**config.mk**
```make
export PLATFORM = sky130hd
export DESIGN_NAME = serial_link
export DESIGN_NICKNAME = d
export VERILOG_FILES = /design/src/serial_link_pkg.sv /design/src/serial_link.sv /design/src/serial_link_phy.sv /design/src/serial_link_data_link.sv /design/src/serial_link_network.sv /design/src/serial_link_regs.sv
export SDC_FILE = /design/constraint.sdc
export NUM_CORES = 1
export LEC_CHECK = 0
export BUFFER_PORTS_ARGS = -buffer_cell sky130_fd_sc_hd__buf_2
export CAP_MARGIN = 10
export CORE_ASPECT_RATIO = 2
export CORE_MARGIN = 1
export CORE_UTILIZATION = 45
export CTS_BUF_LIST = sky130_fd_sc_hd__clkbuf_16
export DETAILED_ROUTE_END_ITERATION = 16
export SETUP_SLACK_MARGIN = 0.15
export SLEW_MARGIN = 5
export SYNTH_ARGS = -nofsm -noshare
export SYNTH_HDL_FRONTEND = slang
export SYNTH_SLANG_ARGS = --single-unit
```
**constraint.sdc**
```tcl
create_clock -name clk_i -period 6.5 [get_ports clk_i]
set_input_delay 0.325 -clock clk_i [delete_from_list [all_inputs] [get_ports clk_i]]
set_output_delay 0.325 -clock clk_i [all_outputs]
set_load 0.005 [all_outputs]
```
**src/serial_link_pkg.sv**
```systemverilog
// Assumes NumCredits is a power of two and PayloadBits is a multiple of NumLanes
package serial_link_pkg;

  ////////////////////////////////////////
  // Link dimensions
  ////////////////////////////////////////

  localparam int unsigned DataWidth  = 32;
  localparam int unsigned NumLanes   = 4;
  localparam int unsigned NumCredits = 4;

  // Credit count 0..NumCredits
  typedef logic [2:0] credit_t;

  // Receive FIFO pointer
  typedef logic [$clog2(NumCredits)-1:0] fifo_ptr_t;

  typedef enum logic [1:0] {
    TagData   = 2'b01,
    TagCredit = 2'b10
  } tag_e;

  ////////////////////////////////////////
  // Payload and flit
  ////////////////////////////////////////

  localparam int unsigned PayloadBits = 40;
  localparam int unsigned PadBits     = PayloadBits - $bits(tag_e) - $bits(credit_t) - DataWidth;

  // Data sits in the low bits and goes out first
  typedef struct packed {
    logic [PadBits-1:0]   pad;
    tag_e                 tag;
    credit_t              credit;
    logic [DataWidth-1:0] data;
  } payload_t;

  localparam int unsigned PayloadSplits = PayloadBits / NumLanes;

  typedef logic [$clog2(PayloadSplits)-1:0] split_cnt_t;
  localparam split_cnt_t LastSplit = split_cnt_t'(PayloadSplits - 1);

  typedef logic [NumLanes-1:0] flit_t;

  ////////////////////////////////////////
  // Configuration
  ////////////////////////////////////////

  // Half period of the forwarded clock in clk_i cycles
  typedef logic [7:0] clk_div_t;

  typedef struct packed {
    logic     link_en;
    clk_div_t clk_div;
  } cfg_t;

  localparam clk_div_t ClkDivReset = 8'd4;

  localparam logic [3:0] RegCtrl   = 4'h0;
  localparam logic [3:0] RegClkDiv = 4'h4;
  localparam logic [3:0] RegStatus = 4'h8;

endpackage
```
**src/serial_link.sv**
```systemverilog
// One channel in a single clock domain where both link ends must share reset release
`timescale 1ns/1ps

module serial_link (
  input  logic                                 clk_i,
  input  logic                                 rst_n_i,
  input  logic [serial_link_pkg::DataWidth-1:0] tx_data_i,
  input  logic                                 tx_valid_i,
  output logic                                 tx_ready_o,
  output logic [serial_link_pkg::DataWidth-1:0] rx_data_o,
  output logic                                 rx_valid_o,
  input  logic                                 rx_ready_i,
  input  logic                                 psel_i,
  input  logic                                 penable_i,
  input  logic                                 pwrite_i,
  input  logic [3:0]                           paddr_i,
  input  logic [31:0]                          pwdata_i,
  output logic                                 pready_o,
  output logic [31:0]                          prdata_o,
  output logic                                 pslverr_o,
  output serial_link_pkg::flit_t               ddr_o,
  output logic                                 ddr_rcv_clk_o,
  input  serial_link_pkg::flit_t               ddr_i,
  input  logic                                 ddr_rcv_clk_i
);
  import serial_link_pkg::*;

  cfg_t     cfg;
  credit_t  credits;
  payload_t pl_tx;
  logic     pl_tx_valid;
  logic     pl_tx_ready;
  payload_t pl_rx;
  logic     pl_rx_valid;
  flit_t    flit_tx;
  logic     flit_tx_valid;
  logic     flit_tx_ready;
  flit_t    flit_rx;
  logic     flit_rx_valid;

  ////////////////////////////////////////
  // Configuration registers
  ////////////////////////////////////////

  serial_link_regs regs_inst (
    .clk_i     ( clk_i     ),
    .rst_n_i   ( rst_n_i   ),
    .psel_i    ( psel_i    ),
    .penable_i ( penable_i ),
    .pwrite_i  ( pwrite_i  ),
    .paddr_i   ( paddr_i   ),
    .pwdata_i  ( pwdata_i  ),
    .pready_o  ( pready_o  ),
    .pslverr_o ( pslverr_o ),
    .prdata_o  ( prdata_o  ),
    .credits_i ( credits   ),
    .cfg_o     ( cfg       )
  );

  ////////////////////////////////////////
  // Link stages
  ////////////////////////////////////////

  serial_link_network network_inst (
    .clk_i         ( clk_i       ),
    .rst_n_i       ( rst_n_i     ),
    .cfg_i         ( cfg         ),
    .tx_data_i     ( tx_data_i   ),
    .tx_valid_i    ( tx_valid_i  ),
    .tx_ready_o    ( tx_ready_o  ),
    .rx_data_o     ( rx_data_o   ),
    .rx_valid_o    ( rx_valid_o  ),
    .rx_ready_i    ( rx_ready_i  ),
    .pl_tx_o       ( pl_tx       ),
    .pl_tx_valid_o ( pl_tx_valid ),
    .pl_tx_ready_i ( pl_tx_ready ),
    .pl_rx_i       ( pl_rx       ),
    .pl_rx_valid_i ( pl_rx_valid ),
    .credits_o     ( credits     )
  );

  serial_link_data_link data_link_inst (
    .clk_i           ( clk_i         ),
    .rst_n_i         ( rst_n_i       ),
    .pl_tx_i         ( pl_tx         ),
    .pl_tx_valid_i   ( pl_tx_valid   ),
    .pl_tx_ready_o   ( pl_tx_ready   ),
    .flit_tx_o       ( flit_tx       ),
    .flit_tx_valid_o ( flit_tx_valid ),
    .flit_tx_ready_i ( flit_tx_ready ),
    .flit_rx_i       ( flit_rx       ),
    .flit_rx_valid_i ( flit_rx_valid ),
    .pl_rx_o         ( pl_rx         ),
    .pl_rx_valid_o   ( pl_rx_valid   )
  );

  serial_link_phy phy_inst (
    .clk_i           ( clk_i         ),
    .rst_n_i         ( rst_n_i       ),
    .cfg_i           ( cfg           ),
    .flit_tx_i       ( flit_tx       ),
    .flit_tx_valid_i ( flit_tx_valid ),
    .flit_tx_ready_o ( flit_tx_ready ),
    .ddr_o           ( ddr_o         ),
    .ddr_rcv_clk_o   ( ddr_rcv_clk_o ),
    .ddr_i           ( ddr_i         ),
    .ddr_rcv_clk_i   ( ddr_rcv_clk_i ),
    .flit_rx_o       ( flit_rx       ),
    .flit_rx_valid_o ( flit_rx_valid )
  );

endmodule

```
**src/serial_link_phy.sv**
```systemverilog
// Single data rate link that needs the incoming forwarded clock in the clk_i domain and clk_div even
`timescale 1ns/1ps

module serial_link_phy (
  input  logic                   clk_i,
  input  logic                   rst_n_i,
  input  serial_link_pkg::cfg_t  cfg_i,
  input  serial_link_pkg::flit_t flit_tx_i,
  input  logic                   flit_tx_valid_i,
  output logic                   flit_tx_ready_o,
  output serial_link_pkg::flit_t ddr_o,
  output logic                   ddr_rcv_clk_o,
  input  serial_link_pkg::flit_t ddr_i,
  input  logic                   ddr_rcv_clk_i,
  output serial_link_pkg::flit_t flit_rx_o,
  output logic                   flit_rx_valid_o
);
  import serial_link_pkg::*;

  clk_div_t div_cnt_q;
  logic     fwd_clk_q;
  logic     half_done;
  flit_t    ddr_q;
  logic     rcv_clk_q;
  logic     rcv_rise;
  flit_t    rx_flit_q;
  logic     rx_valid_q;

  ////////////////////////////////////////
  // Transmit serializer
  ////////////////////////////////////////

  // Greater-or-equal covers a divider lowered in mid period
  assign half_done = (div_cnt_q >= (cfg_i.clk_div - clk_div_t'(1)));

  // Flit done at the falling edge of the forwarded clock
  assign flit_tx_ready_o = flit_tx_valid_i && fwd_clk_q && half_done;

  always_ff @(posedge clk_i) begin
    if (!rst_n_i) begin
      div_cnt_q <= '0;
      fwd_clk_q <= 1'b0;
      ddr_q     <= '0;
    end else if (flit_tx_valid_i) begin
      // Data is updated one register stage after the falling edge
      ddr_q <= flit_tx_i;
      if (half_done) begin
        div_cnt_q <= '0;
        fwd_clk_q <= ~fwd_clk_q;
      end else begin
        div_cnt_q <= div_cnt_q + 1'b1;
      end
    end
  end

  assign ddr_o         = ddr_q;
  assign ddr_rcv_clk_o = fwd_clk_q;

  ////////////////////////////////////////
  // Receive deserializer
  ////////////////////////////////////////

  assign rcv_rise = ddr_rcv_clk_i && !rcv_clk_q;

  always_ff @(posedge clk_i) begin
    if (!rst_n_i) begin
      rcv_clk_q  <= 1'b0;
      rx_valid_q <= 1'b0;
    end else begin
      rcv_clk_q  <= ddr_rcv_clk_i;
      rx_valid_q <= rcv_rise;
    end
  end

  // Lanes are sampled half a period after they changed
  always_ff @(posedge clk_i) begin
    if (rcv_rise) begin
      rx_flit_q <= ddr_i;
    end
  end

  assign flit_rx_o       = rx_flit_q;
  assign flit_rx_valid_o = rx_valid_q;

endmodule

```
**src/serial_link_data_link.sv**
```systemverilog
// Both ends must leave reset together since flit framing is kept by counting from zero
`timescale 1ns/1ps

module serial_link_data_link (
  input  logic                      clk_i,
  input  logic                      rst_n_i,
  input  serial_link_pkg::payload_t pl_tx_i,
  input  logic                      pl_tx_valid_i,
  output logic                      pl_tx_ready_o,
  output serial_link_pkg::flit_t    flit_tx_o,
  output logic                      flit_tx_valid_o,
  input  logic                      flit_tx_ready_i,
  input  serial_link_pkg::flit_t    flit_rx_i,
  input  logic                      flit_rx_valid_i,
  output serial_link_pkg::payload_t pl_rx_o,
  output logic                      pl_rx_valid_o
);
  import serial_link_pkg::*;

  logic [PayloadBits-1:0] tx_sr_q;
  split_cnt_t             tx_cnt_q;
  logic                   tx_busy_q;
  logic                   tx_take;
  logic                   tx_shift;
  logic [PayloadBits-1:0] rx_sr_q;
  split_cnt_t             rx_cnt_q;
  logic                   rx_valid_q;

  ////////////////////////////////////////
  // Transmit split
  ////////////////////////////////////////

  assign pl_tx_ready_o   = !tx_busy_q;
  assign tx_take         = pl_tx_valid_i && pl_tx_ready_o;
  assign tx_shift        = flit_tx_valid_o && flit_tx_ready_i;
  assign flit_tx_valid_o = tx_busy_q;
  // Lowest flit first
  assign flit_tx_o       = tx_sr_q[NumLanes-1:0];

  always_ff @(posedge clk_i) begin
    if (!rst_n_i) begin
      tx_busy_q <= 1'b0;
      tx_cnt_q  <= '0;
    end else if (tx_take) begin
      tx_busy_q <= 1'b1;
      tx_cnt_q  <= '0;
    end else if (tx_shift) begin
      if (tx_cnt_q == LastSplit) begin
        tx_busy_q <= 1'b0;
        tx_cnt_q  <= '0;
      end else begin
        tx_cnt_q <= tx_cnt_q + 1'b1;
      end
    end
  end

  always_ff @(posedge clk_i) begin
    if (tx_take) begin
      tx_sr_q <= pl_tx_i;
    end else if (tx_shift) begin
      tx_sr_q <= tx_sr_q >> NumLanes;
    end
  end

  ////////////////////////////////////////
  // Receive reassembly
  ////////////////////////////////////////

  always_ff @(posedge clk_i) begin
    if (!rst_n_i) begin
      rx_cnt_q   <= '0;
      rx_valid_q <= 1'b0;
    end else begin
      rx_valid_q <= flit_rx_valid_i && (rx_cnt_q == LastSplit);
      if (flit_rx_valid_i) begin
        rx_cnt_q <= (rx_cnt_q == LastSplit) ? '0 : rx_cnt_q + 1'b1;
      end
    end
  end

  // New flits enter at the top so the first one ends up lowest
  always_ff @(posedge clk_i) begin
    if (flit_rx_valid_i) begin
      rx_sr_q <= {flit_rx_i, rx_sr_q[PayloadBits-1:NumLanes]};
    end
  end

  assign pl_rx_o       = payload_t'(rx_sr_q);
  assign pl_rx_valid_o = rx_valid_q;

endmodule

```
**src/serial_link_network.sv**
```systemverilog
// Word stream over credit flow control where the far side FIFO is NumCredits words deep
`timescale 1ns/1ps

module serial_link_network (
  input  logic                                 clk_i,
  input  logic                                 rst_n_i,
  input  serial_link_pkg::cfg_t                cfg_i,
  input  logic [serial_link_pkg::DataWidth-1:0] tx_data_i,
  input  logic                                 tx_valid_i,
  output logic                                 tx_ready_o,
  output logic [serial_link_pkg::DataWidth-1:0] rx_data_o,
  output logic                                 rx_valid_o,
  input  logic                                 rx_ready_i,
  output serial_link_pkg::payload_t            pl_tx_o,
  output logic                                 pl_tx_valid_o,
  input  logic                                 pl_tx_ready_i,
  input  serial_link_pkg::payload_t            pl_rx_i,
  input  logic                                 pl_rx_valid_i,
  output serial_link_pkg::credit_t             credits_o
);
  import serial_link_pkg::*;

  payload_t             pl_q;
  logic                 pl_valid_q;
  logic                 load_word;
  logic                 load_credit;
  credit_t              tx_cred_q;
  credit_t              owed_q;
  credit_t              cred_back;
  logic [DataWidth-1:0] fifo_mem [NumCredits];
  fifo_ptr_t            wr_ptr_q;
  fifo_ptr_t            rd_ptr_q;
  credit_t              fill_q;
  logic                 push;
  logic                 pop;

  ////////////////////////////////////////
  // Transmit
  ////////////////////////////////////////

  assign tx_ready_o  = cfg_i.link_en && (tx_cred_q != '0) && !pl_valid_q;
  assign load_word   = tx_valid_i && tx_ready_o;
  // Return owed credits when no word is going out
  assign load_credit = !load_word && cfg_i.link_en && !pl_valid_q && (owed_q != '0);

  always_ff @(posedge clk_i) begin
    if (!rst_n_i) begin
      pl_valid_q <= 1'b0;
    end else if (load_word || load_credit) begin
      pl_valid_q <= 1'b1;
    end else if (pl_tx_ready_i) begin
      pl_valid_q <= 1'b0;
    end
  end

  always_ff @(posedge clk_i) begin
    if (load_word || load_credit) begin
      pl_q.pad    <= '0;
      pl_q.credit <= owed_q;
      if (load_word) begin
        pl_q.tag  <= TagData;
        pl_q.data <= tx_data_i;
      end else begin
        pl_q.tag  <= TagCredit;
        pl_q.data <= '0;
      end
    end
  end

  assign pl_tx_o       = pl_q;
  assign pl_tx_valid_o = pl_valid_q;

  ////////////////////////////////////////
  // Credit counters
  ////////////////////////////////////////

  assign cred_back = pl_rx_valid_i ? pl_rx_i.credit : '0;

  always_ff @(posedge clk_i) begin
    if (!rst_n_i) begin
      tx_cred_q <= credit_t'(NumCredits);
      owed_q    <= '0;
    end else begin
      tx_cred_q <= tx_cred_q + cred_back - credit_t'(load_word);
      // The whole owed count leaves with the next payload
      if (load_word || load_credit) begin
        owed_q <= credit_t'(pop);
      end else begin
        owed_q <= owed_q + credit_t'(pop);
      end
    end
  end

  assign credits_o = tx_cred_q;

  ////////////////////////////////////////
  // Receive FIFO
  ////////////////////////////////////////

  // Never full on push since the sender holds a credit per slot
  assign push = pl_rx_valid_i && (pl_rx_i.tag == TagData);
  assign pop  = rx_valid_o && rx_ready_i;

  always_ff @(posedge clk_i) begin
    if (!rst_n_i) begin
      wr_ptr_q <= '0;
      rd_ptr_q <= '0;
      fill_q   <= '0;
    end else begin
      wr_ptr_q <= wr_ptr_q + fifo_ptr_t'(push);
      rd_ptr_q <= rd_ptr_q + fifo_ptr_t'(pop);
      fill_q   <= fill_q + credit_t'(push) - credit_t'(pop);
    end
  end

  always_ff @(posedge clk_i) begin
    if (push) begin
      fifo_mem[wr_ptr_q] <= pl_rx_i.data;
    end
  end

  assign rx_valid_o = (fill_q != '0);
  assign rx_data_o  = fifo_mem[rd_ptr_q];

endmodule

```
**src/serial_link_regs.sv**
```systemverilog
// Zero wait state APB slave without byte strobes and with only the offsets 0x0, 0x4 and 0x8
`timescale 1ns/1ps

module serial_link_regs (
  input  logic                     clk_i,
  input  logic                     rst_n_i,
  input  logic                     psel_i,
  input  logic                     penable_i,
  input  logic                     pwrite_i,
  input  logic [3:0]               paddr_i,
  input  logic [31:0]              pwdata_i,
  output logic                     pready_o,
  output logic                     pslverr_o,
  output logic [31:0]              prdata_o,
  input  serial_link_pkg::credit_t credits_i,
  output serial_link_pkg::cfg_t    cfg_o
);
  import serial_link_pkg::*;

  cfg_t        cfg_q;
  logic        access;
  logic        err;
  logic        clk_div_ok;
  logic [31:0] rdata;

  // Access phase of an APB transfer
  assign access = psel_i & penable_i;

  // Divider must be even, at least 2 and fit in eight bits
  assign clk_div_ok = (pwdata_i[31:8] == '0) && (pwdata_i[7:0] >= 8'd2) && !pwdata_i[0];

  ////////////////////////////////////////
  // Address decode
  ////////////////////////////////////////

  always_comb begin
    rdata = '0;
    err   = 1'b0;
    case (paddr_i)
      RegCtrl: begin
        rdata = 32'(cfg_q.link_en);
      end
      RegClkDiv: begin
        rdata = 32'(cfg_q.clk_div);
        err   = pwrite_i && !clk_div_ok;
      end
      RegStatus: begin
        rdata = 32'(credits_i);
        // Read only
        err   = pwrite_i;
      end
      default: begin
        err = 1'b1;
      end
    endcase
  end

  always_ff @(posedge clk_i) begin
    if (!rst_n_i) begin
      cfg_q.link_en <= 1'b0;
      cfg_q.clk_div <= ClkDivReset;
    end else if (access && pwrite_i && !err) begin
      case (paddr_i)
        RegCtrl:   cfg_q.link_en <= pwdata_i[0];
        RegClkDiv: cfg_q.clk_div <= pwdata_i[7:0];
        default:   cfg_q         <= cfg_q;
      endcase
    end
  end

  assign pready_o  = access;
  assign pslverr_o = access & err;
  assign prdata_o  = (access && !pwrite_i) ? rdata : '0;
  assign cfg_o     = cfg_q;

endmodule

```
==> out/qor.txt <==
Status: complete, no violations
CTS Buf Count: 26
DP HPWL: 14900 um
Clock Tree Buf Depth: 3
CTS root buf: clkbuf_16
Input/output buffers: 128
Avg Cell Area, Syn: 16.6 um^2
Initial antenna violation count: 1
Layout cells sized above 1: 0.271
Nets: 950
Cell Area, Synth: 11700 um^2
Die X-Extent: 116 um
Initial Utilization: 0.456
Dominant synthesized flop cell: edfxtp_1
Hold_buf cts: 4
CP endpoint kind: register
DR pass1 iterations: 4
Worst Path Required: 6.67 ns
Final period utilization: 0.541
FF-to-FF path depth: 9
Post-Synthesis Cells: 706
Number of synthesized flops with an enable pin: 246
WS Path Type: register to register
Leakage power: 4.84 nW
DIE HEIGHT: 230 um
Vias in the first global route: 6655
M1 WL: 7960 um
Post-CTS Repair Setup Buffers: 0
# rows: 83
Commonest non-fill, non-tap cell in the layout: edfxtp_1
Peak VDD IR: 0.208 mV
CP Launch Point: regs_inst.cfg_o[2]
Area contributors post-synth: edfxtp_1 (63%), dfxtp_1 (8.2%), mux4_2 (6.2%), and2_1 (2.7%), mux2_1 (2.7%)
Most frequent cells in the layout: edfxtp_1 (246), buf_2 (128), and2_1 (51), dfxtp_1 (46), mux4_2 (32)
Worst Path Max Fanout: 37
Tightest Pin Transition: 0.891 ns
Seq cells post-synth: 294
Starting DRT DRC Count: 298
CP arrival: 3.68 ns
Antenna violation net count after detailed routing: 0
Residual DRC: 0
Largest net degree at the start of global routing: 59
Final setup fails: 0
Insertion delay of the later-clocked pin in the worst-skew pair: 0.54 ns
CORE AREA: 25700 um^2
Sequential-to-total area share from yosys stat: 0.713
Worst setup path endpoint: data_link_inst.tx_sr_q[11]
Min Clock Period, post-route: 3.52 ns
Min-Delay Path Class: input port to register
CP Launch Type: register
Total gr overflow: 0
Slew margin rel.: 0.406
Routed wl met2: 12400 um
Area Overhead vs Synth: 15.8%
RSZ-0062 raised after global routing: false
I/O pin cnt: 153
CP max-delay cell: o41a_1
Vias: 6199
Yosys warns: 0
Async S/R FF share, synth: 0
Final Max Slew Viols: 0
Pwr dens: 300 nW/um^2
Setup_tns: 0 ns
Hold slack: 0.0181 ns
CTS tree: built
Clk sinks: 294
Gr usage total: 0.170
WL met3: 880 um
Worst reg2reg endpoint: data_link_inst.tx_sr_q[11]
Vias per cell: 5.13
Max-cap violations: 0
Yosys cell types: 53
Fillcell total: 2159
Fmax achieved: 0.284 GHz
Layout Skew: 0.0211 ns
Final Hold Violating Endpoints: 0
First-pass GRT wire length: 34300 um
Critical path, cell by cell: or4_1 -> nor4_1 -> xnor2_1 -> ha_1 -> nand2_1 -> o41a_1 -> nor2b_1 -> a21o_1 -> buf_4
H-tree depth: 1
Clk slew on worst S/H paths: 0.07 ns
Per-cell routed wire length: 18.2 um
RR Startpoint: regs_inst.cfg_o[2]
Die footprint: 26700 um^2
Yosys top cell by area: edfxtp_1
Post_cts resized: 0
Yosys top cell area share: 0.631
Final Wtd Congestion: 0.808
Reg2reg setup slack: 2.98 ns
Final WL: 22000 um
DR top layer: met4
CP max stage delay: 0.64 ns
[report_power, final]
part / internal [mW] / switching (mW) / total (mW)
sequential: 2.06 / 0.0448 / 2.10
combinational: 0.241 / 0.185 / 0.426
clock: 0.872 / 0.663 / 1.54
[through the flow]
stage / worst slack (ns) / total power, mW / cells / util / cell area [um^2]
detailed placement: 3.00 / 2.59 / 1157 / 0.493 / 12700
global route: 2.83 / 4.23 / 1208 / 0.528 / 13500
global placement: 3.11 / 2.58 / 1157 / 0.493 / 12700
floorplan: 3.06 / 2.43 / 729 / - / 11800
CTS: 2.98 / 4.13 / 1208 / 0.528 / 13500
finish: 2.98 / 4.07 / 1209 / 0.528 / 13600
[registers in the layout, summed over array words and instances (netlist names), 2 cells and up]
register,count
data_link_inst.rx_cnt_q,4
data_link_inst.tx_cnt_q,4
data_link_inst.pl_rx_o,40
network_inst.fifo_mem,128
network_inst.pl_tx_o,37
regs_inst.cfg_o,9
data_link_inst.tx_sr_q,37
network_inst.rd_ptr_q,2
network_inst.wr_ptr_q,2
phy_inst.div_cnt_q,8
phy_inst.ddr_o,4
network_inst.credits_o,3
phy_inst.flit_rx_o,4
network_inst.owed_q,3
network_inst.fill_q,3
[routing by layer]
layer  track usage  up-vias
met5             0        -
met4        0.0693        0
met3        0.0242       31
met2         0.331      159
met1         0.176     3111
li1              -     2898
[cells in the mapped netlist, types with 6 or more instances]
cell,n
and2_1,51
ha_1,19
and3_1,10
a21oi_1,7
nor3_1,6
mux4_2,32
o21ai_0,7
o21ai_1,6
mux2i_1,8
buf_4,24
clkbuf_1,16
edfxtp_1,246
nand3_1,18
nand2_1,24
xor2_1,6
or4_1,6
buf_2,8
dfxtp_1,48
nor2b_1,17
xnor2_1,13
inv_1,15
nor2_1,25
mux2_1,28
[critical path, delay by kind of cell (launching register included)]
| kind | cells | cell delay [ns] |
|---|---|---|
| buf+inv | 1 | 0.41 |
| simple gates | 4 | 1.14 |
| xor+xnor | 1 | 0.11 |
| fa+ha+maj | 1 | 0.30 |
| flops | 1 | 0.37 |
| compound gates | 2 | 0.77 |
[cell type report]
cell class / count / area (um^2) / area share
diodes: 1 / 2.50 / 0.000185
flip-flops and latches: 294 / 8350 / 0.616
clock buffers: 27 / 676 / 0.0499
repair buffers: 143 / 763 / 0.0563
clock inverters: 20 / 176 / 0.0130
well taps: 340 / 425 / 0.0314
multi-input cells: 367 / 3090 / 0.228
inverters: 17 / 63.8 / 0.00471
[how the worst min path moves through the flow]
stage                                     from                    endpoint  slack (ns)  cells after the start
global placement         phy_inst.flit_rx_o[1]  data_link_inst.pl_rx_o[37]        0.41                      0
detailed placement       phy_inst.flit_rx_o[2]  data_link_inst.pl_rx_o[38]        0.41                      0
CTS                              ddr_rcv_clk_i          phy_inst.rcv_clk_q      0.0006                      2
floorplan           data_link_inst.pl_rx_o[37]  data_link_inst.pl_rx_o[33]        0.40                      0
global route                     ddr_rcv_clk_i          phy_inst.rcv_clk_q        0.01                      2
finish                           ddr_rcv_clk_i          phy_inst.rcv_clk_q        0.02                      2
[cells by family (layout without fill, tap and decap cells)]
kind of cell               after synthesis  in the layout  synth area share
DFF                                    294            294             0.713
buffers and inverters                   68            207            0.0312
other                                    1             25          0.000320
muxes                                   73             73             0.100
adders and majority gates               21             21            0.0237
AOI/OAI and AO/OA                       43             43            0.0244
and+or+nand+nor                        187            187            0.0925
xor gates and xnor gates                19             19            0.0142
(Power assumes the default switching activity.)
